### src/verilog/idu_pkg.sv
package idu_pkg;

    localparam int XLEN              = 32;
    localparam int OPCODE_WIDTH      = 7;
    localparam int FUNCT3_WIDTH      = 3;
    localparam int FUNCT7_WIDTH      = 7;
    localparam int REG_ADDR_WIDTH    = 5;
    localparam int INST_TYPE_WIDTH   = 3;
    localparam int ALU_FUNCT_WIDTH   = 5;
    localparam int MEM_MASK_WIDTH    = 4;
    localparam int QUEUE_DEPTH       = 4;
    localparam int OPCODE_NUMBER_MAX = 10;

    // queue pointer and occupancy sizing
    localparam int QUEUE_PTR_WIDTH = $clog2(QUEUE_DEPTH);
    localparam int QUEUE_CNT_WIDTH = $clog2(QUEUE_DEPTH + 1);
    localparam logic [QUEUE_PTR_WIDTH-1:0] QUEUE_PTR_LAST = QUEUE_PTR_WIDTH'(QUEUE_DEPTH - 1);
    localparam logic [QUEUE_CNT_WIDTH-1:0] QUEUE_CNT_FULL = QUEUE_CNT_WIDTH'(QUEUE_DEPTH);

    // rv32i major opcodes
    localparam logic [OPCODE_WIDTH-1:0] OP_LUI    = 7'b0110111;
    localparam logic [OPCODE_WIDTH-1:0] OP_AUIPC  = 7'b0010111;
    localparam logic [OPCODE_WIDTH-1:0] OP_JAL    = 7'b1101111;
    localparam logic [OPCODE_WIDTH-1:0] OP_JALR   = 7'b1100111;
    localparam logic [OPCODE_WIDTH-1:0] OP_BRANCH = 7'b1100011;
    localparam logic [OPCODE_WIDTH-1:0] OP_LOAD   = 7'b0000011;
    localparam logic [OPCODE_WIDTH-1:0] OP_STORE  = 7'b0100011;
    localparam logic [OPCODE_WIDTH-1:0] OP_IMM    = 7'b0010011;
    localparam logic [OPCODE_WIDTH-1:0] OP_REG    = 7'b0110011;
    localparam logic [OPCODE_WIDTH-1:0] OP_SYSTEM = 7'b1110011;

    // instruction formats, N marks an unknown opcode
    localparam logic [INST_TYPE_WIDTH-1:0] TYPE_R = 3'd0;
    localparam logic [INST_TYPE_WIDTH-1:0] TYPE_I = 3'd1;
    localparam logic [INST_TYPE_WIDTH-1:0] TYPE_S = 3'd2;
    localparam logic [INST_TYPE_WIDTH-1:0] TYPE_B = 3'd3;
    localparam logic [INST_TYPE_WIDTH-1:0] TYPE_U = 3'd4;
    localparam logic [INST_TYPE_WIDTH-1:0] TYPE_J = 3'd5;
    localparam logic [INST_TYPE_WIDTH-1:0] TYPE_N = 3'd6;

    // arithmetic codes are {0, alt, funct3}
    localparam logic [ALU_FUNCT_WIDTH-1:0] ADD  = 5'b00000;
    localparam logic [ALU_FUNCT_WIDTH-1:0] SUB  = 5'b01000;
    localparam logic [ALU_FUNCT_WIDTH-1:0] SLL  = 5'b00001;
    localparam logic [ALU_FUNCT_WIDTH-1:0] SLT  = 5'b01010;
    localparam logic [ALU_FUNCT_WIDTH-1:0] SLTU = 5'b01011;
    localparam logic [ALU_FUNCT_WIDTH-1:0] XOR  = 5'b00100;
    localparam logic [ALU_FUNCT_WIDTH-1:0] SRL  = 5'b00101;
    localparam logic [ALU_FUNCT_WIDTH-1:0] SRA  = 5'b01101;
    localparam logic [ALU_FUNCT_WIDTH-1:0] OR   = 5'b00110;
    localparam logic [ALU_FUNCT_WIDTH-1:0] AND  = 5'b00111;

    // compare codes are {2'b10, funct3}
    localparam logic [ALU_FUNCT_WIDTH-1:0] EQ  = 5'b10000;
    localparam logic [ALU_FUNCT_WIDTH-1:0] NE  = 5'b10001;
    localparam logic [ALU_FUNCT_WIDTH-1:0] LT  = 5'b10100;
    localparam logic [ALU_FUNCT_WIDTH-1:0] GE  = 5'b10101;
    localparam logic [ALU_FUNCT_WIDTH-1:0] LTU = 5'b10110;
    localparam logic [ALU_FUNCT_WIDTH-1:0] GEU = 5'b10111;

    localparam logic [ALU_FUNCT_WIDTH-1:0] NO_FUNCT = 5'b11111;

    localparam logic [MEM_MASK_WIDTH-1:0] MASK_BYTE = 4'b0001;
    localparam logic [MEM_MASK_WIDTH-1:0] MASK_HALF = 4'b0011;
    localparam logic [MEM_MASK_WIDTH-1:0] MASK_WORD = 4'b1111;

    typedef struct packed {
        logic [XLEN-1:0] pc;
        logic [XLEN-1:0] inst;
    } fetch_pkt_t;

    typedef struct packed {
        logic                       is_branch;
        logic                       is_jal;
        logic                       is_jalr;
        logic                       gpr_w_en;
        logic                       alu_b_is_imm;
        logic [ALU_FUNCT_WIDTH-1:0] alu_funct;
        logic                       mem_r_en;
        logic                       mem_w_en;
        logic [MEM_MASK_WIDTH-1:0]  mem_mask;
        logic                       rd_is_mem;
        logic                       is_lui;
        logic                       is_auipc;
    } ctrl_t;

    typedef struct packed {
        logic [XLEN-1:0]            pc;
        logic [REG_ADDR_WIDTH-1:0]  rs1;
        logic [REG_ADDR_WIDTH-1:0]  rs2;
        logic [REG_ADDR_WIDTH-1:0]  rd;
        logic [XLEN-1:0]            imm;
        logic [INST_TYPE_WIDTH-1:0] inst_type;
        ctrl_t                      ctrl;
    } dec_pkt_t;

endpackage

### src/verilog/mux_def.sv
`timescale 1ns/10ps

module mux_def #(
    parameter int NR_KEY   = 2,
    parameter int KEY_LEN  = 1,
    parameter int DATA_LEN = 1
) (
    input  logic [KEY_LEN-1:0]                   key,
    input  logic [DATA_LEN-1:0]                  default_out,
    input  logic [NR_KEY*(KEY_LEN+DATA_LEN)-1:0] lut,
    output logic [DATA_LEN-1:0]                  out
);

    logic hit;

    // lut is a list of {key, value} pairs, the first pair sits in the top bits
    always_comb begin
        hit = 1'b0;
        out = default_out;
        for (int i = 0; i < NR_KEY; i++) begin
            if (!hit && lut[(NR_KEY-i)*(KEY_LEN+DATA_LEN)-1 -: KEY_LEN] == key) begin
                // first match wins
                hit = 1'b1;
                out = lut[(NR_KEY-i)*(KEY_LEN+DATA_LEN)-KEY_LEN-1 -: DATA_LEN];
            end
        end
    end

endmodule

### src/verilog/inst_type_dec.sv
`timescale 1ns/10ps

module inst_type_dec (
    input  logic [idu_pkg::OPCODE_WIDTH-1:0]    opcode,
    output logic [idu_pkg::INST_TYPE_WIDTH-1:0] inst_type
);

    always_comb begin
        case (opcode)
            idu_pkg::OP_REG: begin
                inst_type = idu_pkg::TYPE_R;
            end
            idu_pkg::OP_IMM,
            idu_pkg::OP_LOAD,
            idu_pkg::OP_JALR,
            idu_pkg::OP_SYSTEM: begin
                // system words carry an I-format csr/imm field
                inst_type = idu_pkg::TYPE_I;
            end
            idu_pkg::OP_STORE: begin
                inst_type = idu_pkg::TYPE_S;
            end
            idu_pkg::OP_BRANCH: begin
                inst_type = idu_pkg::TYPE_B;
            end
            idu_pkg::OP_LUI,
            idu_pkg::OP_AUIPC: begin
                inst_type = idu_pkg::TYPE_U;
            end
            idu_pkg::OP_JAL: begin
                inst_type = idu_pkg::TYPE_J;
            end
            default: begin
                inst_type = idu_pkg::TYPE_N;
            end
        endcase
    end

endmodule

### src/verilog/imm_gen.sv
`timescale 1ns/10ps

module imm_gen (
    input  logic [idu_pkg::XLEN-1:0]            inst,
    input  logic [idu_pkg::INST_TYPE_WIDTH-1:0] inst_type,
    output logic [idu_pkg::XLEN-1:0]            imm
);

    logic sign;

    assign sign = inst[31];

    always_comb begin
        case (inst_type)
            idu_pkg::TYPE_I: begin
                imm = {{20{sign}}, inst[31:20]};
            end
            idu_pkg::TYPE_S: begin
                imm = {{20{sign}}, inst[31:25], inst[11:7]};
            end
            idu_pkg::TYPE_B: begin
                // branch offsets are halfword aligned
                imm = {{19{sign}}, inst[31], inst[7], inst[30:25], inst[11:8], 1'b0};
            end
            idu_pkg::TYPE_U: begin
                imm = {inst[31:12], 12'b0};
            end
            idu_pkg::TYPE_J: begin
                imm = {{11{sign}}, inst[31], inst[19:12], inst[20], inst[30:21], 1'b0};
            end
            default: begin
                // r and unknown formats have no immediate
                imm = '0;
            end
        endcase
    end

endmodule

### src/verilog/ctrl.sv
`timescale 1ns/10ps

module ctrl (
    input  logic [idu_pkg::INST_TYPE_WIDTH-1:0] inst_type,
    input  logic [idu_pkg::OPCODE_WIDTH-1:0]    opcode,
    input  logic [idu_pkg::FUNCT3_WIDTH-1:0]    funct3,
    input  logic [idu_pkg::FUNCT7_WIDTH-1:0]    funct7,
    output idu_pkg::ctrl_t                      ctrl
);

    logic                                 is_slt;
    logic                                 alt_imm;
    logic                                 alt_reg;
    logic [idu_pkg::ALU_FUNCT_WIDTH-1:0]  alu_funct_branch;
    logic [idu_pkg::ALU_FUNCT_WIDTH-1:0]  alu_funct_imm;
    logic [idu_pkg::ALU_FUNCT_WIDTH-1:0]  alu_funct_reg;
    logic [idu_pkg::ALU_FUNCT_WIDTH-1:0]  alu_funct;

    // slt and sltu always use the alternate encoding
    assign is_slt = (funct3 == 3'b010) || (funct3 == 3'b011);

    // for immediates only the shifts look at funct7
    assign alt_imm = (funct3 == 3'b101) ? funct7[5] : is_slt;
    assign alt_reg = is_slt || funct7[5];

    assign alu_funct_imm = {1'b0, alt_imm, funct3};
    assign alu_funct_reg = {1'b0, alt_reg, funct3};

    mux_def #(
        .NR_KEY  (6),
        .KEY_LEN (idu_pkg::FUNCT3_WIDTH),
        .DATA_LEN(idu_pkg::ALU_FUNCT_WIDTH)
    ) mux_branch_i (
        .key        (funct3),
        .default_out(idu_pkg::NO_FUNCT),
        .lut        ({
            3'b000, idu_pkg::EQ,
            3'b001, idu_pkg::NE,
            3'b100, idu_pkg::LT,
            3'b101, idu_pkg::GE,
            3'b110, idu_pkg::LTU,
            3'b111, idu_pkg::GEU
        }),
        .out        (alu_funct_branch)
    );

    mux_def #(
        .NR_KEY  (idu_pkg::OPCODE_NUMBER_MAX),
        .KEY_LEN (idu_pkg::OPCODE_WIDTH),
        .DATA_LEN(idu_pkg::ALU_FUNCT_WIDTH)
    ) mux_alu_i (
        .key        (opcode),
        .default_out(idu_pkg::NO_FUNCT),
        .lut        ({
            idu_pkg::OP_LUI,    idu_pkg::NO_FUNCT,
            idu_pkg::OP_AUIPC,  idu_pkg::NO_FUNCT,
            idu_pkg::OP_JAL,    idu_pkg::NO_FUNCT,
            idu_pkg::OP_JALR,   idu_pkg::ADD,
            idu_pkg::OP_BRANCH, alu_funct_branch,
            idu_pkg::OP_LOAD,   idu_pkg::ADD,
            idu_pkg::OP_STORE,  idu_pkg::ADD,
            idu_pkg::OP_IMM,    alu_funct_imm,
            idu_pkg::OP_REG,    alu_funct_reg,
            idu_pkg::OP_SYSTEM, idu_pkg::NO_FUNCT
        }),
        .out        (alu_funct)
    );

    assign ctrl.is_branch    = opcode == idu_pkg::OP_BRANCH;
    assign ctrl.is_jal       = opcode == idu_pkg::OP_JAL;
    assign ctrl.is_jalr      = opcode == idu_pkg::OP_JALR;
    assign ctrl.gpr_w_en     = inst_type inside {idu_pkg::TYPE_R, idu_pkg::TYPE_I,
                                                 idu_pkg::TYPE_U, idu_pkg::TYPE_J};
    assign ctrl.alu_b_is_imm = inst_type inside {idu_pkg::TYPE_I, idu_pkg::TYPE_S};
    assign ctrl.alu_funct    = alu_funct;
    assign ctrl.mem_r_en     = opcode == idu_pkg::OP_LOAD;
    assign ctrl.mem_w_en     = opcode == idu_pkg::OP_STORE;
    // width field of loads and stores, sign bit ignored
    assign ctrl.mem_mask     = (funct3[1:0] == 2'b00) ? idu_pkg::MASK_BYTE :
                               (funct3[1:0] == 2'b01) ? idu_pkg::MASK_HALF :
                                                        idu_pkg::MASK_WORD;
    assign ctrl.rd_is_mem    = opcode == idu_pkg::OP_LOAD;
    assign ctrl.is_lui       = opcode == idu_pkg::OP_LUI;
    assign ctrl.is_auipc     = opcode == idu_pkg::OP_AUIPC;

endmodule

### src/verilog/inst_queue.sv
`timescale 1ns/10ps

module inst_queue (
    input  logic                clk,
    input  logic                arst_n,
    input  logic                push,
    input  idu_pkg::fetch_pkt_t din,
    input  logic                pop,
    output idu_pkg::fetch_pkt_t head,
    output logic                empty,
    output logic                full
);

    idu_pkg::fetch_pkt_t                  mem [idu_pkg::QUEUE_DEPTH];
    logic [idu_pkg::QUEUE_PTR_WIDTH-1:0]  wr_ptr;
    logic [idu_pkg::QUEUE_PTR_WIDTH-1:0]  rd_ptr;
    logic [idu_pkg::QUEUE_CNT_WIDTH-1:0]  count;
    logic                                 do_push;
    logic                                 do_pop;

    assign empty = count == '0;
    assign full  = count == idu_pkg::QUEUE_CNT_FULL;

    // a full queue still takes a push when the head leaves in the same cycle
    assign do_pop  = pop && !empty;
    assign do_push = push && (!full || do_pop);

    assign head = mem[rd_ptr];

    always_ff @(posedge clk) begin
        if (do_push) begin
            mem[wr_ptr] <= din;
        end
    end

    always_ff @(posedge clk or negedge arst_n) begin
        if (!arst_n) begin
            wr_ptr <= '0;
            rd_ptr <= '0;
            count  <= '0;
        end else begin
            if (do_push) begin
                wr_ptr <= (wr_ptr == idu_pkg::QUEUE_PTR_LAST) ? '0 : wr_ptr + 1'b1;
            end
            if (do_pop) begin
                rd_ptr <= (rd_ptr == idu_pkg::QUEUE_PTR_LAST) ? '0 : rd_ptr + 1'b1;
            end
            case ({do_push, do_pop})
                2'b10:   count <= count + 1'b1;
                2'b01:   count <= count - 1'b1;
                default: count <= count;
            endcase
        end
    end

endmodule

### src/verilog/idu.sv
`timescale 1ns/10ps

module idu (
    input  logic                clk,
    input  logic                arst_n,
    input  logic                inst_valid,
    input  idu_pkg::fetch_pkt_t fetch,
    output logic                queue_full,
    input  logic                dec_stall,
    output logic                dec_valid,
    output idu_pkg::dec_pkt_t   dec
);

    idu_pkg::fetch_pkt_t                  head;
    logic                                 empty;
    logic                                 pop;
    logic [idu_pkg::OPCODE_WIDTH-1:0]     opcode;
    logic [idu_pkg::FUNCT3_WIDTH-1:0]     funct3;
    logic [idu_pkg::FUNCT7_WIDTH-1:0]     funct7;
    logic [idu_pkg::INST_TYPE_WIDTH-1:0]  inst_type;
    logic [idu_pkg::XLEN-1:0]             imm;
    idu_pkg::ctrl_t                       ctrl_bundle;
    idu_pkg::dec_pkt_t                    dec_d;

    inst_queue queue_i (
        .clk   (clk),
        .arst_n(arst_n),
        .push  (inst_valid),
        .din   (fetch),
        .pop   (pop),
        .head  (head),
        .empty (empty),
        .full  (queue_full)
    );

    // the head word is consumed whenever the stage downstream can take it
    assign pop = !empty && !dec_stall;

    assign opcode = head.inst[6:0];
    assign funct3 = head.inst[14:12];
    assign funct7 = head.inst[31:25];

    inst_type_dec inst_type_dec_i (
        .opcode   (opcode),
        .inst_type(inst_type)
    );

    imm_gen imm_gen_i (
        .inst     (head.inst),
        .inst_type(inst_type),
        .imm      (imm)
    );

    ctrl ctrl_i (
        .inst_type(inst_type),
        .opcode   (opcode),
        .funct3   (funct3),
        .funct7   (funct7),
        .ctrl     (ctrl_bundle)
    );

    assign dec_d = '{
        pc:        head.pc,
        rs1:       head.inst[19:15],
        rs2:       head.inst[24:20],
        rd:        head.inst[11:7],
        imm:       imm,
        inst_type: inst_type,
        ctrl:      ctrl_bundle
    };

    always_ff @(posedge clk) begin
        if (pop) begin
            dec <= dec_d;
        end
    end

    // one pulse per decoded word, low during a stall
    always_ff @(posedge clk or negedge arst_n) begin
        if (!arst_n) begin
            dec_valid <= 1'b0;
        end else begin
            dec_valid <= pop;
        end
    end

endmodule

### config.mk
export PLATFORM = sky130hd
export DESIGN_NAME = idu
export DESIGN_NICKNAME = d
export VERILOG_FILES = /design/src/verilog/idu_pkg.sv /design/src/verilog/mux_def.sv /design/src/verilog/inst_type_dec.sv /design/src/verilog/imm_gen.sv /design/src/verilog/ctrl.sv /design/src/verilog/inst_queue.sv /design/src/verilog/idu.sv
export SDC_FILE = /design/constraint.sdc
export NUM_CORES = 1
export LEC_CHECK = 0
export BUFFER_PORTS_ARGS = -buffer_cell sky130_fd_sc_hd__buf_2
export CORE_MARGIN = 3
export CORE_UTILIZATION = 40
export DETAILED_ROUTE_END_ITERATION = 12
export MAX_ROUTING_LAYER = met4
export RECOVER_POWER = 50
export SKIP_CTS_REPAIR_TIMING = 1
export SYNTH_ARGS = -nofsm -noshare
export SYNTH_HDL_FRONTEND = slang
export SYNTH_SLANG_ARGS = --single-unit
### constraint.sdc
create_clock -name clk -period 4.9 [get_ports clk]
set_input_delay 0.49 -clock clk [delete_from_list [all_inputs] [get_ports clk]]
set_output_delay 0.49 -clock clk [all_outputs]
set_load 0.01 [all_outputs]
Word-level counts from Yosys, hierarchy flattened
Memories as Yosys holds them, arrays and structs flattened.
Index checks and enable logic that the tools add are counted.
Widths: inputs -> output; s select.
{"block": "word_totals", "register_bits": 108, "latch_bits": 0, "ram_bits": 256, "romBits": 0, "input_bits": 68, "output_inout_bits": 103, "wordCells": 146, "mem_count": 1}
{"block": "classes", "add_sub_neg": 4, "mul": 0, "div_mod_pow": 0, "magnitude_cmp": 0, "eq_ne": 39, "n_shift": 0, "n_mux": 35, "n_bitwise": 0, "n_reduce_logical": 46}
{"name": "queue_i.mem", "words": 4, "word_bits": 64, "read_ports": 1, "rd_ports_with_merged_regs": 0, "write_ports": 1, "line_no": "inst_queue.sv:14", "source": "idu_pkg::fetch_pkt_t mem [idu_pkg::QUEUE_DEPTH];"}
{"cell": "$pmux 32 s5", "count": 1}
{"cell": "$mux 5", "count": 10}
{"cell": "$eq 7x7->1 const A", "count": 4}
{"cell": "$eq 7x7->1 const B", "count": 4}
{"cell": "$eq 6x7->1 const A", "count": 3}
{"cell": "$eq 7x6->1 const B", "count": 3}
{"cell": "$pmux 3 s6", "count": 1}
{"cell": "$logic_and 1x1->1", "count": 17}
{"cell": "$logic_not 1->1", "count": 17}
{"cell": "$mux 1", "count": 17}
{"cell": "$eq 5x7->1 const A", "count": 2}
{"cell": "$eq 7x5->1 const B", "count": 2}
{"cell": "$eq 3x2->1 const B", "count": 4}
{"cell": "$eq 3x3->1 const A", "count": 4}
{"cell": "$eq 3x3->1 const B", "count": 4}
{"cell": "$mux 4", "count": 3}
{"cell": "$logic_not 3->1", "count": 3}
{"cell": "$eq 2x7->1 const A", "count": 1}
{"cell": "$eq 7x2->1 const B", "count": 1}
{"cell": "$eq 2x2->1 const B", "count": 3}
{"cell": "$pmux 3 s2", "count": 1}
{"cell": "$add 2x1->2 const B", "count": 2}
{"cell": "$eq 2x1->1 const B", "count": 2}
{"cell": "$mux 2", "count": 2}
{"cell": "10 further kinds", "count": 13}

Longest topological paths before layout
An unclocked memory read counts as a cell.
{"block": "depth", "word_depth": 29, "depth_mapped": 12}

Modules after synthesis
From an unflattened synthesis, not the netlist that was laid out.
{"block": "hier_totals", "hier_cells": 879, "hier_area_um2": 15672.5}
{"mod": "inst_queue", "instances": 1, "cells_each": 390, "area_each_um2": 9758.1}
{"mod": "idu", "instances": 1, "cells_each": 103, "area_each_um2": 3061.7}
{"mod": "mux_def at ctrl_i.mux_alu_i", "instances": 1, "cells_each": 190, "area_each_um2": 1488.9}
{"mod": "mux_def at ctrl_i.mux_branch_i", "instances": 1, "cells_each": 87, "area_each_um2": 693.2}
{"mod": "imm_gen", "instances": 1, "cells_each": 66, "area_each_um2": 390.4}
{"mod": "ctrl", "instances": 1, "cells_each": 28, "area_each_um2": 186.4}
{"mod": "inst_type_dec", "instances": 1, "cells_each": 15, "area_each_um2": 93.8}

Least setup slack after synthesis
Ideal clock, no wire load.
{"block": "synth_path", "path_type": "input to register", "from": "in dec_stall", "to": "reg dec_valid", "setup_ps": 570, "t_arrival_ps": 4674, "setup_slack_ps": -344, "path_stages": 1, "path_buffers": 0, "path_cell_list": "nor2_1"}
{"block": "synth_between", "elab_chain_len": 2}
{"item": "start, declared", "line_no": "idu.sv:9", "source": "input logic dec_stall,"}
{"item": "$logic_not 1->1", "line_no": "idu.sv:37", "source": "assign pop = !empty && !dec_stall;"}
{"item": "$logic_and 1x1->1", "line_no": "idu.sv:37"}
{"item": "end signal, assigned", "line_no": "idu.sv:83", "source": "dec_valid <= pop;"}
{"item": "end, declared", "line_no": "idu.sv:10", "source": "output logic dec_valid,"}
Every way passes these cells.
A chain may end at the register's enable or synchronous reset.

Worst setup path after layout
{"block": "layout_path", "from": "reg queue_i.rd_ptr[0] in the netlist's numbering", "to": "reg dec[41] in the netlist's numbering (data pin)"}
{"block": "layout_between", "elab_chain_len": 6, "word_cells_on_any_way": 20}
{"item": "start, declared", "line_no": "inst_queue.sv:16", "source": "logic [idu_pkg::QUEUE_PTR_WIDTH-1:0] rd_ptr;"}
{"item": "start signal, assigned", "line_no": "inst_queue.sv:46", "source": "rd_ptr <= (rd_ptr == idu_pkg::QUEUE_PTR_LAST) ? '0 : rd_ptr + 1'b1;"}
{"item": "$mem_v2 4x64 (*)"}
{"item": "$eq 7x2->1 (tied with other cells)", "line_no": "inst_type_dec.sv:9", "source": "case (opcode)"}
{"item": "$reduce_or 4->1 or $reduce_or 2->1 (tied branches)", "line_no": "inst_type_dec.sv:9"}
{"item": "$pmux 3 s6", "line_no": "inst_type_dec.sv:9"}
{"item": "$eq 3x3->1 (tied with other cells)", "line_no": "imm_gen.sv:14", "source": "case (inst_type)"}
{"item": "$pmux 32 s5 (*)", "line_no": "imm_gen.sv:14"}
{"item": "net imm, one bit", "line_no": "idu.sv:21", "source": "logic [idu_pkg::XLEN-1:0] imm;"}
{"item": "end signal, assigned", "line_no": "idu.sv:74", "source": "dec <= dec_d;"}
{"item": "end, declared", "line_no": "idu.sv:11", "source": "output idu_pkg::dec_pkt_t dec"}
The timed path passes the listed nets; every way through them passes the cells marked *.

==> results.sh <==
export IMPL_p_switching_mw=2.93
export IMPL_dieArea_um2=36700
export IMPL_drive_gt1_frac=0.164
export IMPL_path_clk_slew_ns=0.06
export IMPL_syn_avg_cell_area_um2=20.7
export IMPL_ctsRootBufferMaster="clkbuf_16"
export IMPL_final_cells=1327
export IMPL_worstPathCellList="mux4_2, or4b_4, nor2_8, inv_4, ha_1, nor2b_1, mux2i_1, o21ai_0, a21oi_1, o32ai_1"
export IMPL_hold_class="in -> reg"
export IMPL_antenna_found_initial=5
export IMPL_synth_nets=739
export IMPL_synthesis_area_um2=13800
export IMPL_synthTopCellsByArea="edfxtp_1 77%, mux4_2 10%, dfrtp_1 1.5%, nand2_1 1.1%, o32ai_1 0.57%"
export IMPL_drtIter0Drc=550
export IMPL_synth_edff_count=354
export IMPL_std_cell_rows=67
export IMPL_post_dp_cell_area_um2=15100
export IMPL_dp_hpwl_um=17000
export IMPL_setup_viol=0
export IMPL_max_cap_viol_count=1
export IMPL_drc=0
export IMPL_slew_headroom=-0.692
export IMPL_routedWlPerCell_um=21.1
export IMPL_core_area_um2=33700
export IMPL_slew_viol_final=25
export IMPL_routed_wl_um=28000
export IMPL_min_period_ns=4.18
export IMPL_intPower_mw=6.74
export IMPL_async_flop_share=0.0221
export IMPL_die_h_um=192
export IMPL_grt_util_all_layers=0.157
export IMPL_tritoncts="built"
export IMPL_grt_pass1_vias=6928
export IMPL_cp_max_fo=23
export IMPL_die_x_um=192
export IMPL_vias=6776
export IMPL_routed_via_density=5.11
export IMPL_hold_viol=0
export IMPL_synthCells=664
export IMPL_fin_worst_skew_ns=0.00808
export IMPL_finalCritPeriodShare=0.852
export IMPL_numPortBuffers=169
export IMPL_total_power_mw=9.67
export IMPL_synth_top_cell_by_area="edfxtp_1"
export IMPL_power_leakage_nw=5.11
export IMPL_overflow=0
export IMPL_clock_sinks=362
export IMPL_syn2layout_area_growth_pct=16.4
export IMPL_grt_pass1_wl_um=42200
export IMPL_yosys_warnings=0
export IMPL_power_density_nw_per_um2=603
export IMPL_cp_data_arrival_time_ns=4.40
export IMPL_ys_flop_type="edfxtp_1"
export IMPL_dp_cells=1258
export IMPL_power_share_clock=0.274
export IMPL_pwr_share_comb=0.257
export IMPL_switching_share=0.303
export IMPL_seqPwrFrac=0.470
export IMPL_slowest_stage="dfrtp_4"
export IMPL_cts_buffer_depth=3
export IMPL_setup_tns_ns=0
export IMPL_drt_pass1_iter_count=4
export IMPL_numCtsBuffers=38
export IMPL_violations="capacitance limit, slew limit"
export IMPL_ir_drop_v=0.000320
export IMPL_insertion_delay_ns=0.51
export IMPL_yosysMostFrequentCell="edfxtp_1"
export IMPL_start_util=0.409
export IMPL_nFillCells=2891
export IMPL_status="complete, but fails checks"
export IMPL_cp_end_kind="flop"
export IMPL_rsz0062_at_grt="no"
export IMPL_fin_area_um2=16000
export IMPL_htree_levels=2
export IMPL_yosys_cell_types_count=63
export IMPL_crit_required_ns=5.12
export IMPL_ys_seq_elements=362
export IMPL_fin_nets=926
export IMPL_netlist_top_cells_count="354 x edfxtp_1, 63 x mux4_2, 39 x nand2_1, 15 x inv_1, 12 x and2_1"
export IMPL_yosysTopAreaCellShare=0.772
export IMPL_final_util=0.476
export IMPL_ant_nets=0
export IMPL_clock_fmax_mhz=239
export IMPL_worst_pin_slew_ns=2.53
export IMPL_io_pins=171
export IMPL_yosysSeqAreaShare=0.786
export IMPL_grt_max_degree=80
export IMPL_critical_path_max_stage_delay_ns=0.73
export IMPL_cp_start_kind="flop"
export IMPL_gp_congestion=0.875
export IMPL_critical_path_class="reg -> reg"
==> per-stage QoR <==
stage	worst slack (ns)	hold WS, ns
floorplan	1.34	0.194
global placement	0.771	0.353
detailed placement	0.738	0.350
CTS	0.715	-0.203
global route	0.511	0.223
finish	0.723	0.236
==> flip-flops by register name, summed over array words and instances, names as in the netlist <==
name,flops
dec_valid,1
queue_i.count,3
queue_i.wr_ptr,2
queue_i.mem,256
queue_i.rd_ptr,2
dec,98
==> final cells by class <==
| cell class | count | area (µm²) | area share |
|---|---|---|---|
| sequential | 362 | 10800 | 0.676 |
| clock buffer | 46 | 1000 | 0.0625 |
| inverter | 17 | 66.3 | 0.00414 |
| antenna | 5 | 12.5 | 0.000780 |
| timing repair buffer | 177 | 712 | 0.0444 |
| tap | 448 | 561 | 0.0350 |
| clock inverter | 17 | 129 | 0.00804 |
| multi-input combinational | 255 | 2710 | 0.169 |
==> worst paths after layout <==
check / start / endpoint / slack, ns / depth (start not counted)
min in group asynchronous: arst_n / dec_valid / 0.44 / 2
setup reg to reg: queue_i.rd_ptr[0] / dec[41] / 0.72 / 10
max in group asynchronous: arst_n / queue_i.rd_ptr[0] / 4.09 / 2
setup / recovery: queue_i.rd_ptr[0] / dec[41] / 0.72 / 10
hold reg to reg: queue_i.count[2] / queue_i.count[2] / 0.49 / 1
hold / removal: fetch[36] / queue_i.mem[1][36] / 0.24 / 1
==> power groups by stage <==
| stage | Sequential [mW] | Clock (mW) | Combinational, mW |
|---|---|---|---|
| 5_1_grt | 4.61 | 2.86 | 2.73 |
| 3_5_place_dp | 4.60 | 0 | 2.61 |
| 2_1_floorplan | 4.61 | 0 | 1.72 |
| 4_1_cts | 4.55 | 2.72 | 2.61 |
| 3_3_place_gp | 4.59 | 0 | 2.59 |
| 6_report | 4.54 | 2.65 | 2.48 |
==> cell families (layout without fill, tap and decap cells) <==
family	after synthesis	count (layout)	share of synthesized area
other	1	6	0.000272
buffers and inverters	47	257	0.0176
AND/OR/NAND/NOR	108	108	0.0431
AO/OA/AOI/OAI	66	66	0.0355
XOR/XNOR	4	4	0.00309
adder cells (fa/ha/maj)	7	7	0.00690
multiplexers	69	69	0.107
flip-flops	362	362	0.786
==> per-layer routing <==
layer	share of wire	up-vias	global-route usage
met2	0.47	227	0.242
met3	0.082	48	0.0438
met4	0.020	0	0.0454
met1	0.43	3411	0.207
met5	0	-	-
li1	-	3090	-
==> cells in the final DEF (no fill, tap or decap), drive strengths merged, types with 3 or more instances in the layout <==
cell type,synthesis,layout
a211oi,4,4
mux2i,6,6
buf,19,9
a21oi,5,5
nand2b,5,5
clkinv,0,14
nand3,9,9
a21boi,3,3
nor2,12,12
ha,6,6
nand2,39,39
mux4,63,63
o2bb2ai,6,6
clkbuf,11,213
o21ai,24,24
inv,17,18
and2,12,12
diode,0,5
edfxtp,354,354
or2,3,3
nor3,11,11
dfrtp,8,8
o32ai,9,9
==> critical path: cells and delay by family, from the launching register on <==
kind	cells	cell delay [ns]
flip-flops	1	0.73
multiplexers	2	0.86
AND/OR/NAND/NOR	3	0.98
AO/OA/AOI/OAI	3	0.87
adder cells (fa/ha/maj)	1	0.37
buffers and inverters	1	0.06
Note: power is estimated with default switching activity, not from simulation.
